### config.mk
export PLATFORM = sky130hd
export DESIGN_NAME = lc3b_core
export DESIGN_NICKNAME = d
export VERILOG_FILES = /design/src/lc3b_types.sv /design/src/control_rom.sv /design/src/regfile.sv /design/src/alu.sv /design/src/lc3b_core.sv
export SDC_FILE = /design/constraint.sdc
export NUM_CORES = 1
export LEC_CHECK = 0
export BUFFER_PORTS_ARGS = -buffer_cell sky130_fd_sc_hd__buf_2
export CAP_MARGIN = 20
export CORE_ASPECT_RATIO = 0.6
export CORE_MARGIN = 3
export CORE_UTILIZATION = 55
export CTS_CLUSTER_DIAMETER = 100
export DETAILED_ROUTE_END_ITERATION = 7
export HOLD_SLACK_MARGIN = 0.02
export PLACE_DENSITY = 0.77
export SLEW_MARGIN = 20
export SYNTH_ARGS = -nofsm -noshare
export SYNTH_HDL_FRONTEND = slang
export SYNTH_SLANG_ARGS = --single-unit
### constraint.sdc
create_clock -name clk -period 3.04 [get_ports clk]
set_clock_uncertainty 0.1 [all_clocks]
set_input_delay 0 -clock clk [delete_from_list [all_inputs] [get_ports clk]]
set_output_delay 0 -clock clk [all_outputs]
set_load 0.005 [all_outputs]
### src/lc3b_types.sv
`default_nettype none

package lc3b_types;

    typedef logic [15:0] lc3b_word;
    typedef logic [2:0]  lc3b_reg;
    // negative, zero, positive from msb to lsb
    typedef logic [2:0]  lc3b_nzp;

    // standard lc-3b opcode field, 1010 and 1011 are unused
    typedef enum logic [3:0] {
        op_br   = 4'b0000,
        op_add  = 4'b0001,
        op_ldb  = 4'b0010,
        op_stb  = 4'b0011,
        op_jsr  = 4'b0100,
        op_and  = 4'b0101,
        op_ldr  = 4'b0110,
        op_str  = 4'b0111,
        op_rti  = 4'b1000,
        op_not  = 4'b1001,
        op_jmp  = 4'b1100,
        op_shf  = 4'b1101,
        op_lea  = 4'b1110,
        op_trap = 4'b1111
    } lc3b_opcode;

    typedef enum logic [2:0] {
        alu_add,
        alu_and,
        alu_not,
        alu_passa,
        alu_passb
    } lc3b_aluop;

    // carried from decode through execute to writeback
    typedef struct packed {
        lc3b_opcode opcode;
        lc3b_aluop  aluop;
        lc3b_word   pc;
        logic       addr1mux_sel;
        logic [1:0] addr2mux_sel;
        logic       addr3mux_sel;
        logic       lshf;
        logic       sr2mux_sel;
        logic       br_op;
        logic       jsr_op;
        logic       trap_op;
        logic       jmp_op;
        logic       uncond_op;
        logic       dcache_read;
        logic       dcache_write;
        logic       dcache_enable;
        logic [1:0] wbmux_sel;
        logic       load_cc;
        logic       load_reg;
        logic       storemux_sel;
        logic       dest_mux_sel;
        logic       alu_result_mux_sel;
    } lc3b_control_word;

endpackage : lc3b_types

`default_nettype wire

### src/control_rom.sv
`default_nettype none

module control_rom
(
    input  lc3b_types::lc3b_opcode       opcode,
    input  logic                         ir11,
    input  logic                         ir5,
    input  lc3b_types::lc3b_word         pc,
    output lc3b_types::lc3b_control_word ctrl
);

    always_comb
    begin
        // defaults, every field is set here
        ctrl.opcode             = opcode;
        ctrl.aluop              = lc3b_types::alu_passa;
        ctrl.pc                 = pc;
        ctrl.addr1mux_sel       = 1'b0;
        ctrl.addr2mux_sel       = 2'b00;
        ctrl.addr3mux_sel       = 1'b0;
        ctrl.lshf               = 1'b0;
        ctrl.sr2mux_sel         = 1'b0;
        ctrl.br_op              = 1'b0;
        ctrl.jsr_op             = 1'b0;
        ctrl.trap_op            = 1'b0;
        ctrl.jmp_op             = 1'b0;
        ctrl.uncond_op          = 1'b0;
        ctrl.dcache_read        = 1'b0;
        ctrl.dcache_write       = 1'b0;
        ctrl.dcache_enable      = 1'b0;
        ctrl.wbmux_sel          = 2'b00;
        ctrl.load_cc            = 1'b0;
        ctrl.load_reg           = 1'b0;
        ctrl.storemux_sel       = 1'b0;
        ctrl.dest_mux_sel       = 1'b0;
        ctrl.alu_result_mux_sel = 1'b0;

        case (opcode)
            lc3b_types::op_add,
            lc3b_types::op_and,
            lc3b_types::op_not,
            lc3b_types::op_shf:
            begin
                ctrl.load_reg  = 1'b1;
                ctrl.load_cc   = 1'b1;
                ctrl.wbmux_sel = 2'b11;
                // imm5 form of add and and
                ctrl.sr2mux_sel = ir5;
                if (opcode == lc3b_types::op_add)
                    ctrl.aluop = lc3b_types::alu_add;
                else if (opcode == lc3b_types::op_and)
                    ctrl.aluop = lc3b_types::alu_and;
                else if (opcode == lc3b_types::op_not)
                    ctrl.aluop = lc3b_types::alu_not;
                else
                    ctrl.alu_result_mux_sel = 1'b1;
            end

            lc3b_types::op_ldr,
            lc3b_types::op_ldb:
            begin
                // base + offset6, word offset scaled for ldr only
                ctrl.addr1mux_sel  = 1'b1;
                ctrl.addr2mux_sel  = 2'b01;
                ctrl.lshf          = (opcode == lc3b_types::op_ldr);
                ctrl.dcache_read   = 1'b1;
                ctrl.dcache_enable = 1'b1;
                ctrl.wbmux_sel     = 2'b01;
                ctrl.load_reg      = 1'b1;
                ctrl.load_cc       = 1'b1;
            end

            lc3b_types::op_str:
            begin
                ctrl.addr1mux_sel  = 1'b1;
                ctrl.addr2mux_sel  = 2'b01;
                ctrl.lshf          = 1'b1;
                // store source comes through the alu b input
                ctrl.storemux_sel  = 1'b1;
                ctrl.aluop         = lc3b_types::alu_passb;
                ctrl.dcache_write  = 1'b1;
                ctrl.dcache_enable = 1'b1;
            end

            lc3b_types::op_br,
            lc3b_types::op_lea:
            begin
                // pc + offset9 << 1
                ctrl.addr2mux_sel = 2'b10;
                ctrl.lshf         = 1'b1;
                ctrl.br_op        = (opcode == lc3b_types::op_br);
                ctrl.load_reg     = (opcode == lc3b_types::op_lea);
                ctrl.load_cc      = (opcode == lc3b_types::op_lea);
            end

            lc3b_types::op_jmp:
            begin
                // ret is jmp through r7
                ctrl.addr1mux_sel = 1'b1;
                ctrl.jmp_op       = 1'b1;
                ctrl.uncond_op    = 1'b1;
                ctrl.load_reg     = 1'b1;
            end

            lc3b_types::op_jsr:
            begin
                ctrl.jsr_op       = 1'b1;
                ctrl.uncond_op    = 1'b1;
                ctrl.dest_mux_sel = 1'b1;
                ctrl.load_reg     = 1'b1;
                ctrl.wbmux_sel    = 2'b10;
                if (ir11)
                begin
                    ctrl.addr2mux_sel = 2'b11;
                    ctrl.lshf         = 1'b1;
                end
                else
                begin
                    // jsrr jumps to the base register
                    ctrl.addr1mux_sel = 1'b1;
                    ctrl.jmp_op       = 1'b1;
                end
            end

            lc3b_types::op_trap:
            begin
                // r7 gets the return pc, target is read from the vector table
                ctrl.trap_op      = 1'b1;
                ctrl.uncond_op    = 1'b1;
                ctrl.addr3mux_sel = 1'b1;
                ctrl.dcache_read  = 1'b1;
                ctrl.dest_mux_sel = 1'b1;
                ctrl.load_reg     = 1'b1;
                ctrl.wbmux_sel    = 2'b10;
            end

            default:
            begin
                ctrl = '0;
            end
        endcase
    end

endmodule : control_rom

`default_nettype wire

### src/regfile.sv
`default_nettype none

module regfile
(
    input  logic                 clk,
    input  logic                 rst,
    input  logic                 load,
    input  lc3b_types::lc3b_reg  dest,
    input  lc3b_types::lc3b_word in,
    input  lc3b_types::lc3b_reg  src_a,
    input  lc3b_types::lc3b_reg  src_b,
    output lc3b_types::lc3b_word reg_a,
    output lc3b_types::lc3b_word reg_b
);

    lc3b_types::lc3b_word data [8];

    always_ff @(posedge clk)
    begin
        if (rst)
        begin
            for (int i = 0; i < 8; i++)
                data[i] <= '0;
        end
        else if (load)
        begin
            data[dest] <= in;
        end
    end

    // same-cycle write is seen by the reader
    assign reg_a = (load && dest == src_a) ? in : data[src_a];
    assign reg_b = (load && dest == src_b) ? in : data[src_b];

endmodule : regfile

`default_nettype wire

### src/alu.sv
`default_nettype none

module alu
(
    input  lc3b_types::lc3b_aluop aluop,
    input  logic                  shift_sel,
    input  lc3b_types::lc3b_word  a,
    input  lc3b_types::lc3b_word  b,
    input  logic [5:0]            shift_ctl,
    output lc3b_types::lc3b_word  f
);

    lc3b_types::lc3b_word logic_f;
    lc3b_types::lc3b_word shift_f;

    always_comb
    begin
        case (aluop)
            lc3b_types::alu_add:   logic_f = a + b;
            lc3b_types::alu_and:   logic_f = a & b;
            lc3b_types::alu_not:   logic_f = ~a;
            lc3b_types::alu_passb: logic_f = b;
            default:               logic_f = a;
        endcase
    end

    // bit 4 picks right shift, bit 5 makes it arithmetic
    always_comb
    begin
        if (!shift_ctl[4])
            shift_f = a << shift_ctl[3:0];
        else if (shift_ctl[5])
            shift_f = lc3b_types::lc3b_word'($signed(a) >>> shift_ctl[3:0]);
        else
            shift_f = a >> shift_ctl[3:0];
    end

    assign f = shift_sel ? shift_f : logic_f;

endmodule : alu

`default_nettype wire

### src/lc3b_core.sv
`default_nettype none

module lc3b_core
(
    input  logic                 clk,
    input  logic                 rst,
    input  lc3b_types::lc3b_word instr,
    input  lc3b_types::lc3b_word instr_pc,
    input  logic                 instr_valid,
    input  lc3b_types::lc3b_word dmem_rdata,
    output logic                 dmem_read,
    output logic                 dmem_write,
    output lc3b_types::lc3b_word dmem_addr,
    output lc3b_types::lc3b_word dmem_wdata,
    output logic                 wb_valid,
    output lc3b_types::lc3b_reg  wb_dest,
    output lc3b_types::lc3b_word wb_data,
    output lc3b_types::lc3b_nzp  cc_nzp,
    output logic                 redirect,
    output lc3b_types::lc3b_word redirect_target
);

    // decode stage
    logic                         d_valid;
    lc3b_types::lc3b_word         d_ir;
    lc3b_types::lc3b_word         d_pc;
    lc3b_types::lc3b_control_word d_ctrl;
    lc3b_types::lc3b_reg          d_src_b;
    lc3b_types::lc3b_word         d_a;
    lc3b_types::lc3b_word         d_b;

    // execute stage
    logic                         e_valid;
    logic [11:0]                  e_ir;
    lc3b_types::lc3b_control_word e_ctrl;
    lc3b_types::lc3b_word         e_a;
    lc3b_types::lc3b_word         e_b;
    lc3b_types::lc3b_word         e_alu_b;
    lc3b_types::lc3b_word         e_alu;
    lc3b_types::lc3b_word         addr1;
    lc3b_types::lc3b_word         addr2;
    lc3b_types::lc3b_word         e_addr;

    // writeback stage
    logic                         w_valid;
    lc3b_types::lc3b_reg          w_field;
    lc3b_types::lc3b_control_word w_ctrl;
    lc3b_types::lc3b_word         w_alu;
    lc3b_types::lc3b_word         w_addr;
    lc3b_types::lc3b_word         load_data;
    lc3b_types::lc3b_nzp          new_nzp;
    logic                         br_taken;

    always_ff @(posedge clk)
    begin
        if (rst)
        begin
            d_valid <= 1'b0;
            e_valid <= 1'b0;
            w_valid <= 1'b0;
        end
        else
        begin
            d_valid <= instr_valid;
            e_valid <= d_valid;
            w_valid <= e_valid;
        end
    end

    always_ff @(posedge clk)
    begin
        if (instr_valid)
        begin
            d_ir <= instr;
            d_pc <= instr_pc;
        end
        e_ir   <= d_ir[11:0];
        e_ctrl <= d_ctrl;
        e_a    <= d_a;
        e_b    <= d_b;
        w_field <= e_ir[11:9];
        w_ctrl  <= e_ctrl;
        w_alu   <= e_alu;
        w_addr  <= e_addr;
    end

    control_rom u_control_rom
    (
        .opcode (lc3b_types::lc3b_opcode'(d_ir[15:12])),
        .ir11   (d_ir[11]),
        .ir5    (d_ir[5]),
        .pc     (d_pc),
        .ctrl   (d_ctrl)
    );

    // stores read their source from the dr field
    assign d_src_b = d_ctrl.storemux_sel ? d_ir[11:9] : d_ir[2:0];

    regfile u_regfile
    (
        .clk   (clk),
        .rst   (rst),
        .load  (wb_valid),
        .dest  (wb_dest),
        .in    (wb_data),
        .src_a (d_ir[8:6]),
        .src_b (d_src_b),
        .reg_a (d_a),
        .reg_b (d_b)
    );

    assign e_alu_b = e_ctrl.sr2mux_sel ? {{11{e_ir[4]}}, e_ir[4:0]} : e_b;

    alu u_alu
    (
        .aluop     (e_ctrl.aluop),
        .shift_sel (e_ctrl.alu_result_mux_sel),
        .a         (e_a),
        .b         (e_alu_b),
        .shift_ctl (e_ir[5:0]),
        .f         (e_alu)
    );

    // address adders
    always_comb
    begin
        addr1 = e_ctrl.addr1mux_sel ? e_a : e_ctrl.pc;
        case (e_ctrl.addr2mux_sel)
            2'b01:   addr2 = {{10{e_ir[5]}}, e_ir[5:0]};
            2'b10:   addr2 = {{7{e_ir[8]}}, e_ir[8:0]};
            2'b11:   addr2 = {{5{e_ir[10]}}, e_ir[10:0]};
            default: addr2 = '0;
        endcase
        if (e_ctrl.lshf)
            addr2 = {addr2[14:0], 1'b0};
        // trap vector table entry
        if (e_ctrl.addr3mux_sel)
            e_addr = {7'b0, e_ir[7:0], 1'b0};
        else
            e_addr = addr1 + addr2;
    end

    // ldb picks the byte by the low address bit
    always_comb
    begin
        if (w_ctrl.opcode == lc3b_types::op_ldb)
            load_data = {8'h00, w_addr[0] ? dmem_rdata[15:8] : dmem_rdata[7:0]};
        else
            load_data = dmem_rdata;
    end

    always_comb
    begin
        case (w_ctrl.wbmux_sel)
            2'b00:   wb_data = w_addr;
            2'b01:   wb_data = load_data;
            2'b10:   wb_data = w_ctrl.pc;
            default: wb_data = w_alu;
        endcase
    end

    assign wb_dest = w_ctrl.dest_mux_sel ? 3'd7 : w_field;
    // jmp carries load_reg from the rom but never writes
    assign wb_valid = w_valid && w_ctrl.load_reg && !(w_ctrl.jmp_op && !w_ctrl.jsr_op);

    always_comb
    begin
        if (wb_data[15])
            new_nzp = 3'b100;
        else if (wb_data == '0)
            new_nzp = 3'b010;
        else
            new_nzp = 3'b001;
    end

    always_ff @(posedge clk)
    begin
        if (rst)
            cc_nzp <= 3'b010;
        else if (wb_valid && w_ctrl.load_cc)
            cc_nzp <= new_nzp;
    end

    // branch mask sits in the dr field
    assign br_taken = w_ctrl.br_op && ((w_field & cc_nzp) != 3'b000);
    assign redirect = w_valid && (br_taken || w_ctrl.uncond_op);
    assign redirect_target = w_ctrl.trap_op ? dmem_rdata : w_addr;

    assign dmem_read = w_valid && w_ctrl.dcache_read
                       && (w_ctrl.dcache_enable || w_ctrl.trap_op);
    assign dmem_write = w_valid && w_ctrl.dcache_write
                        && (w_ctrl.dcache_enable || w_ctrl.trap_op);
    assign dmem_addr  = w_addr;
    assign dmem_wdata = w_alu;

endmodule : lc3b_core

`default_nettype wire

==> metrics.md, run 1 <==
| Metric | Value |
|---|---|
| Portion of the post-synthesis area used by sequential elements | between 40% and 50% |
| Tightest slew margin relative to the limit | about 22% |
| Std cell rows | 48 |
| # clock sinks | between 300 and 400 |
| Ratio of final minimum period to clock period | 96.1% |
| Final Core Density | 67.7% |
| Last weighted congestion value of the routability-driven placer | slightly below 1 |
| Post-Place Setup Slack | about 0.056 ns |
| Synth Area per Inst | 10.7 µm² |
| Category of the critical setup timing path | flop to flop |
| Number of standard cells in the final layout excluding fillers | 2183 |
| Horizontal extent of the die | 231 µm |
| Number of violations of the max-capacitance limit | 0 |
| Std-Cell Core Area | 29300 µm² |
| Most used DFF post-synth | sky130_fd_sc_hd__dfxtp_1 |
| Critical path cell sequence | buf_4, clkinv_1, mux4_2, a221oi_1, a31oi_1 |
| Number of global-route vias before repair | 13300 |
| Sum of net half-perimeters after detailed placement | just under 40000 µm |
| Maximum number of pins on one net before global-route repair | 51 |
| DRC violation total after the first TritonRoute iteration | roughly 2200 |
| Worst reg-to-reg setup slack | around 0.12 ns |
| Timing-limited maximum frequency | 0.342 GHz |
| Kind of start point of the critical path | flop |
| Setup repair after global routing missed its margin | no |
| Static leakage | a little over 0.008 µW |
| Crit Reg-Reg Endpoint | dmem_wdata[4] |
| Net count after synthesis | approximately 1700 |
| Status | finished clean |
| Clock period minus worst slack | around 3 ns |
| Clock buffer count from CTS | 30 |
| Clock edge transition at the registers on the reported setup and hold paths | approximately 0.070 ns |
| Worst-case setup margin in the final layout | 0.120 ns |
| Number of instances in the placed design | between 2000 and 2500 |
| H-tree depth | 1 |
| Tot GR Track Use | between 30 and 40% |
| # DRC | 0 |
| Clk_lat worst skew | roughly 0.6 ns |
| Arr. time, crit path | 3.23 ns |
| Overall overflow remaining after global route | 0 |
| Die outline area | between 30000 and 40000 µm² |
| Starting Density | 57.0% |
| Worst EP required | 3.35 ns |
| Area contributors post-synth | sky130_fd_sc_hd__edfxtp_1 29%, sky130_fd_sc_hd__dfxtp_1 20%, sky130_fd_sc_hd__mux4_2 9.7%, sky130_fd_sc_hd__nor2_1 4.9%, sky130_fd_sc_hd__mux2i_1 4.4% |
| Setup TNS | 0 ns |
| Largest fanout on the critical path | 36 |
| Synth Warn # | 0 |
| Global-route wire length before repair | a little over 80000 µm |
| Portion of synthesized cell area occupied by the leading cell type | between 20% and 30% |
| Total detailed-routing wirelength | between 50000 and 60000 µm |
| Ratio of cells with drive above 1 in the final layout | 24.2% |
| Final Max Tran Viols | 0 |
| Post-Syn Instances | approximately 1600 |
| Min-Delay Path Depth | 2 |
| Worst hold slack after final layout | ~0.036 ns |
| Critical-path cell with the highest stage delay | sky130_fd_sc_hd__dfxtp_1 |
| Total power density per cell area | around 670 nW/µm² |
| Post-detailed-route wirelength per cell | around 25 µm |
| Leading area contributor after synthesis | sky130_fd_sc_hd__edfxtp_1 |
| Setup-violating endpoint count in the final report | 0 |
| Worst hold path type | input pin to flop |
| EDFF count, synth | 160 |
| Hold endpoint | d_ir[4] |
| Peak VDD IR | 0.000610 V |
| Synth Cell Area | around 17000 µm² |
| Distinct cell type count of the synthesized netlist | 74 |
| R2R Path Start | e_ir[2] |
| Total number of vias | ~14000 |
| Number of top-level design ports | between 100 and 150 |
| Post-CTS setup repair buffer count | 0 |
| Fin nets | approximately 1800 |
| Drt via density | roughly 6.4 |
| Number of antenna violations at the first check in global routing | 2 |
| Endpoint kind of the worst setup timing path | flop |
| Depth of the worst register-to-register path | 5 |
| First-pass detailed-route iteration total | 6 |
| TritonCTS clock tree | done |
| Endpoints failing hold | 0 |
| Synth-to-Final Area Change | 18.7% |
| Slew at the pin closest to its max-slew limit | 1.16 ns |
| Number of synthesized register bits | ~320 |
| Crit-path max cell delay | 0.59 ns |
| Maximum count of clock buffers along a single path | 3 |
| Count of input and output buffers | approximately 120 |
| Count of antenna-violating nets left after detailed routing | 0 |
| Clock tree root buffer cell | sky130_fd_sc_hd__clkbuf_16 |
| Startpoint of the most critical hold path | instr[4] |
| DIE HEIGHT | between 100 and 150 µm |
| Async set-reset flop share out of synthesis | 0% |
==> critical path: cells and delay by family, from the launching register on <==
family	cells	cell delay [ns]
AO/OA/AOI/OAI	2	0.65
multiplexers	1	0.55
flip-flops	1	0.59
buffers and inverters	2	0.84
==> where the power goes <==
group          switching (µW)  internal (µW)
combinational            2120           1640
clock                    1740           2140
sequential                600           5020
total                    4460           8800
==> Yosys cell counts (8+ instances only) <==
cell type / number
sky130_fd_sc_hd__buf_1: 13
sky130_fd_sc_hd__a221oi_1: 8
sky130_fd_sc_hd__nand3_1: 28
sky130_fd_sc_hd__a211oi_1: 15
sky130_fd_sc_hd__xnor2_1: 14
sky130_fd_sc_hd__a22oi_1: 11
sky130_fd_sc_hd__inv_2: 9
sky130_fd_sc_hd__mux2_2: 63
sky130_fd_sc_hd__edfxtp_1: 160
sky130_fd_sc_hd__xor2_1: 15
sky130_fd_sc_hd__a31oi_1: 12
sky130_fd_sc_hd__mux2i_1: 74
sky130_fd_sc_hd__o21ai_0: 81
sky130_fd_sc_hd__nand4_1: 8
sky130_fd_sc_hd__o21ai_1: 17
sky130_fd_sc_hd__nand2_1: 99
sky130_fd_sc_hd__o211ai_1: 18
sky130_fd_sc_hd__dfxtp_1: 163
sky130_fd_sc_hd__nand2b_1: 11
sky130_fd_sc_hd__ha_1: 32
sky130_fd_sc_hd__inv_1: 49
sky130_fd_sc_hd__nor2_1: 219
sky130_fd_sc_hd__clkbuf_1: 96
sky130_fd_sc_hd__a22o_1: 11
sky130_fd_sc_hd__nor2b_1: 40
sky130_fd_sc_hd__mux4_2: 72
sky130_fd_sc_hd__nor3_1: 16
sky130_fd_sc_hd__a21o_1: 15
sky130_fd_sc_hd__and2_1: 8
sky130_fd_sc_hd__a21oi_1: 89
==> placed cells by master, fill, tap and decap left out, types with 40 or more instances in the layout <==
cell / n
sky130_fd_sc_hd__mux4_2: 72
sky130_fd_sc_hd__mux2_2: 63
sky130_fd_sc_hd__nor2_1: 219
sky130_fd_sc_hd__mux2i_1: 72
sky130_fd_sc_hd__buf_4: 82
sky130_fd_sc_hd__nor2b_1: 40
sky130_fd_sc_hd__o21ai_0: 81
sky130_fd_sc_hd__dfxtp_1: 159
sky130_fd_sc_hd__a21oi_1: 89
sky130_fd_sc_hd__edfxtp_1: 160
sky130_fd_sc_hd__nand2_1: 98
sky130_fd_sc_hd__dlygate4sd3_1: 67
sky130_fd_sc_hd__inv_1: 49
sky130_fd_sc_hd__buf_2: 124
==> layer usage <==
metal  part of all wire, %  wire length [µm]  vias up  GRT usage [%]
met2                    41             22500     1063           46.9
met5                 0.055                30        -              0
met4                   4.1              2240        4           11.5
li1                      -                 -     6101              -
met3                    16              8600      169           12.6
met1                    39             21600     6677           47.6
==> area by class of cell <==
class / count / area [µm²]
inverter: 61 / 229
multi-input combinational: 1064 / 8010
timing repair buffer: 278 / 2010
antenna: 1 / 2.50
fill: 2179 / 9470
clock inverter: 13 / 133
sequential: 323 / 8080
tap: 400 / 500
clock buffer: 43 / 883
==> through the flow <==
step                      total power [µW]  instance area (µm²)
final                                13300                19800
after global routing                 13700                19800
after CTS                            13100                19800
after detailed placement              9210                18100
after global placement                9140                18100
after floorplan                       7630                16700
==> timing repair <==
| item | CTS | global route |
|---|---|---|
| resized for setup | 0 | 6 |
| hold buffers | 67 | 0 |
| endpoints found under the hold margin | 85 | 0 |
| endpoints found under the setup margin | 0 | 9 |
==> how the worst max path moves through the flow <==
stage / start / slack (ns) / end
global placement: e_ctrl[15] / 0.13 / dmem_wdata[10]
detailed placement: e_ctrl[15] / 0.06 / dmem_wdata[10]
CTS: e_ctrl[15] / 0.02 / dmem_wdata[10]
global route: e_ctrl[20] / 0.006 / dmem_addr[15]
finish: e_ir[2] / 0.12 / dmem_wdata[4]
floorplan: e_ir[0] / 0.02 / dmem_wdata[8]
==> flip-flops by register name, summed over array words and instances, names as in the netlist, named ones only <==
signal,flops
e_ctrl,42
dmem_addr,16
dmem_wdata,16
w_ctrl,33
u_regfile.data,128
d_pc,16
d_valid,1
d_ir,16
e_ir,12
e_a,16
w_field,3
cc_nzp,3
w_valid,1
e_b,16
e_valid,1
==> cells by family (layout without fill, tap and decap cells) <==
| group | after synthesis | after routing | synth area share [%] |
|---|---|---|---|
| AO/OA/AOI/OAI | 328 | 328 | 12.3 |
| adder cells (fa/ha/maj) | 34 | 34 | 2.63 |
| AND/OR/NAND/NOR | 458 | 458 | 12.2 |
| buffers and inverters | 181 | 395 | 4.23 |
| XOR/XNOR | 29 | 29 | 1.52 |
| other | 0 | 1 | 0 |
| flip-flops | 323 | 323 | 48.3 |
| multiplexers | 215 | 215 | 18.9 |
Note: power is estimated with default switching activity, not from simulation.
==> run 2, diff against run 1 <==
--- a/config.mk
+++ b/config.mk
@@ -6,14 +6,13 @@
 export NUM_CORES = 1
 export LEC_CHECK = 0
 export BUFFER_PORTS_ARGS = -buffer_cell sky130_fd_sc_hd__buf_2
-export CAP_MARGIN = 20
+export CAP_MARGIN = 5
 export CORE_ASPECT_RATIO = 0.6
 export CORE_MARGIN = 3
-export CORE_UTILIZATION = 55
+export CORE_UTILIZATION = 40
 export CTS_CLUSTER_DIAMETER = 100
 export DETAILED_ROUTE_END_ITERATION = 7
 export HOLD_SLACK_MARGIN = 0.02
-export PLACE_DENSITY = 0.77
 export SLEW_MARGIN = 20
 export SYNTH_ARGS = -nofsm -noshare
 export SYNTH_HDL_FRONTEND = slang
==> run 2 against run 1 <==
  * First-iteration DRC count fell by 23%
  * Sequential cell count is the same
  * Register-to-register slack is essentially flat
  * Clock power grew 7.0%
  * Worst setup slack worse by 0.0032 ns
  * Critical endpoint is now dmem_addr[14]
  * Highest routed layer unchanged
  * Via count decreased by 1.5%
  * Sequential power about the same
  * Critical path depth grew 4
  * Design area rose by 2.2%
  * Non-clock buffer count up 14
==> metrics.md, run 2 (same netlist as run 1, synthesis figures left out) <==
| Metric | Value |
|---|---|
| Area of combinational cells with multiple inputs | 8020 µm² (+0.11%) |
| Worst hold path type | input pin to flop |
| Setup-violating endpoint count in the final report | 0 (unchanged) |
| Clock buffer count from CTS | 31 (+3.3%) |
| Starting Density | 40.9% (-16 points) |
| Depth of the worst register-to-register path | 9 (+4) |
| TritonCTS clock tree | done |
| Drt via density | 5.85 (-8.9%) |
| First-pass detailed-route iteration total | 5 (-1) |
| Global-route wire length before repair | 83700 µm (+1.8%) |
| Slew at the pin closest to its max-slew limit | 1.08 ns (-0.0833 ns) |
| H-tree depth | 1 (unchanged) |
| Commonest non-fill, non-tap cells in the layout | 219 x sky130_fd_sc_hd__nor2_1, 160 x sky130_fd_sc_hd__dfxtp_1, 160 x sky130_fd_sc_hd__edfxtp_1, 124 x sky130_fd_sc_hd__buf_2, 99 x sky130_fd_sc_hd__nand2_1 |
| Number of violations of the max-capacitance limit | 0 (unchanged) |
| Std cell rows | 57 (+19%) |
| Timing-limited maximum frequency | 0.342 GHz (-0.11%) |
| Tightest slew margin relative to the limit | 28.0% (+5.6 points) |
| DRC violation total after the first TritonRoute iteration | 1733 (-23%) |
| Largest registers | u_regfile.data: 128 flops, e_ctrl: 42 flops, w_ctrl: 33 flops |
| Count of input and output buffers | 124 (unchanged) |
| Final Max Tran Viols | 0 (unchanged) |
| Endpoints failing hold | 0 (unchanged) |
| Critical path cell sequence | buf_4, mux2_2, ha_1, a21o_1, a21o_1, a31oi_1, a21boi_1, nor4b_1, a211o_1 |
| Horizontal extent of the die | 270 µm (+17%) |
| Critical-path cell with the highest stage delay | sky130_fd_sc_hd__dfxtp_1 |
| # fillers | 3693 (+69%) |
| Overall overflow remaining after global route | 0 (unchanged) |
| Arr. time, crit path | 3.30 ns (+0.07 ns) |
| Number of global-route vias before repair | 12800 (-3.9%) |
| Number of instances in the placed design | 2230 (+8.3%) |
| Power consumption | 13600 µW (+2.8%) |
| Hold endpoint | d_pc[0] |
| Number of antenna violations at the first check in global routing | 3 (+1) |
| Largest fanout on the critical path | 10 (-72%) |
| Top reg by flops | u_regfile.data |
| Clk_lat worst skew | 0.59 ns (about the same) |
| Ratio of cells with drive above 1 in the final layout | 25.2% (+0.95 points) |
| Endpoint kind of the worst setup timing path | flop |
| Sum of net half-perimeters after detailed placement | 41900 µm (+6.5%) |
| # clock sinks | 323 (unchanged) |
| Ratio of final minimum period to clock period | 96.2% (+0.10 points) |
| Total power density per cell area | 672 nW/µm² (+0.57%) |
| Last weighted congestion value of the routability-driven placer | 0.970 (-2.5%) |
| Post-CTS setup repair buffer count | 0 (unchanged) |
| Status | finished clean |
| Most common cell after layout, fill and taps aside | sky130_fd_sc_hd__nor2_1 |
| Min-Delay Path Depth | 2 (unchanged) |
| Peak VDD IR | 0.000485 V (-20%) |
| Setup TNS | 0 ns (unchanged) |
| Family with the most delay on the worst path | compound AO/OA/AOI/OAI gates |
| Std-Cell Core Area | 40900 µm² (+39%) |
| Critical path buffer and inverter count | 1 (-1) |
| Largest register FFs | 128 (unchanged) |
| Worst reg-to-reg setup slack | 0.12 ns (about the same) |
| Sequential standard cell area | 8070 µm² (about the same) |
| Die outline area | 44400 µm² (+36%) |
| Synth-to-Final Area Change | 21.3% |
| Maximum count of clock buffers along a single path | 3 (unchanged) |
| Total detailed-routing wirelength | 57500 µm (+4.7%) |
| Kind of start point of the critical path | flop |
| # DRC | 0 (unchanged) |
| Fin nets | 1858 (+0.81%) |
| Worst EP required | 3.42 ns (+0.07 ns) |
| Clock period minus worst slack | 2.92 ns (+0.00317 ns) |
| Clock edge transition at the registers on the reported setup and hold paths | 0.07 ns (about the same) |
| Tot GR Track Use | 25.3% (-8.1 points) |
| Post-detailed-route wirelength per cell | 24.4 µm (-3.1%) |
| Number of standard cells in the final layout excluding fillers | 2359 (+8.1%) |
| Startpoint of the most critical hold path | instr_pc[0] |
| Setup repair after global routing missed its margin | no |
| Clock tree root buffer cell | sky130_fd_sc_hd__clkbuf_16 |
| R2R Path Start | e_ctrl[20] |
| Crit-path max cell delay | 0.45 ns (-0.14 ns) |
| Number of top-level design ports | 125 (unchanged) |
| Most common cell on crit path | sky130_fd_sc_hd__a21o_1 |
| Maximum number of pins on one net before global-route repair | 50 (-2.0%) |
| Crit Reg-Reg Endpoint | dmem_addr[14] |
| DIE HEIGHT | 164 µm (+17%) |
| Category of the critical setup timing path | flop to flop |
| Total number of vias | 13800 (-1.5%) |
| Static leakage | 0.00825 µW (+1.7%) |
| Count of antenna-violating nets left after detailed routing | 0 (unchanged) |
-- run 2: how the worst max path moves through the flow --
stage                     cells after the start  slack, ns  startpoint              to
final                                         9       0.12  e_ctrl[20]   dmem_addr[14]
after CTS                                    10       0.05  e_ctrl[15]  dmem_wdata[10]
after floorplan                              14       0.02     e_ir[0]   dmem_wdata[8]
after global placement                       10       0.09  e_ctrl[15]  dmem_wdata[10]
after detailed placement                     10       0.06  e_ctrl[15]  dmem_wdata[10]
after global routing                          9       0.01  e_ctrl[20]   dmem_addr[14]
-- run 2: metrics by stage --
stage | util (%) | instance area, µm² | hold slack [ns] | worst slack, ns
global route | 49.6 | 20300 | 0.0277 | 0.0132
floorplan | - | 16700 | -0.00113 | 0.0209
detailed placement | 45.1 | 18400 | 0.0781 | 0.0609
global placement | 45.1 | 18400 | 0.0767 | 0.0870
finish | 49.6 | 20300 | 0.0406 | 0.117
CTS | 49.5 | 20200 | 0.0216 | 0.0465
-- run 2: cell type report --
cell class              count  area share (%)
flip-flops and latches    323            39.8
multi-input cells        1064            39.5
repair buffers            292            10.6
clock buffers              42            4.85
well taps                 560            3.45
inverters                  61            1.13
clock inverters            16           0.623
diodes                      1          0.0123
-- run 2: repair_timing --
action,in CTS,in global routing
endpoints found under the setup margin,0,10
gates resized for setup,0,9
hold buffers,69,1
endpoints found under the hold margin,89,1
-- run 2: metal layers --
layer | global-route usage (%) | share of wire [%]
met3 | 8.10 | 12
met4 | 8.15 | 3.7
met2 | 35.0 | 40
met5 | 0 | 0.035
met1 | 37.3 | 45
-- run 2: report_power, final --
part / switching, µW / internal (µW) / total (µW)
combinational: 2190 / 1680 / 3860
sequential: 594 / 5020 / 5610
clock: 1830 / 2320 / 4150
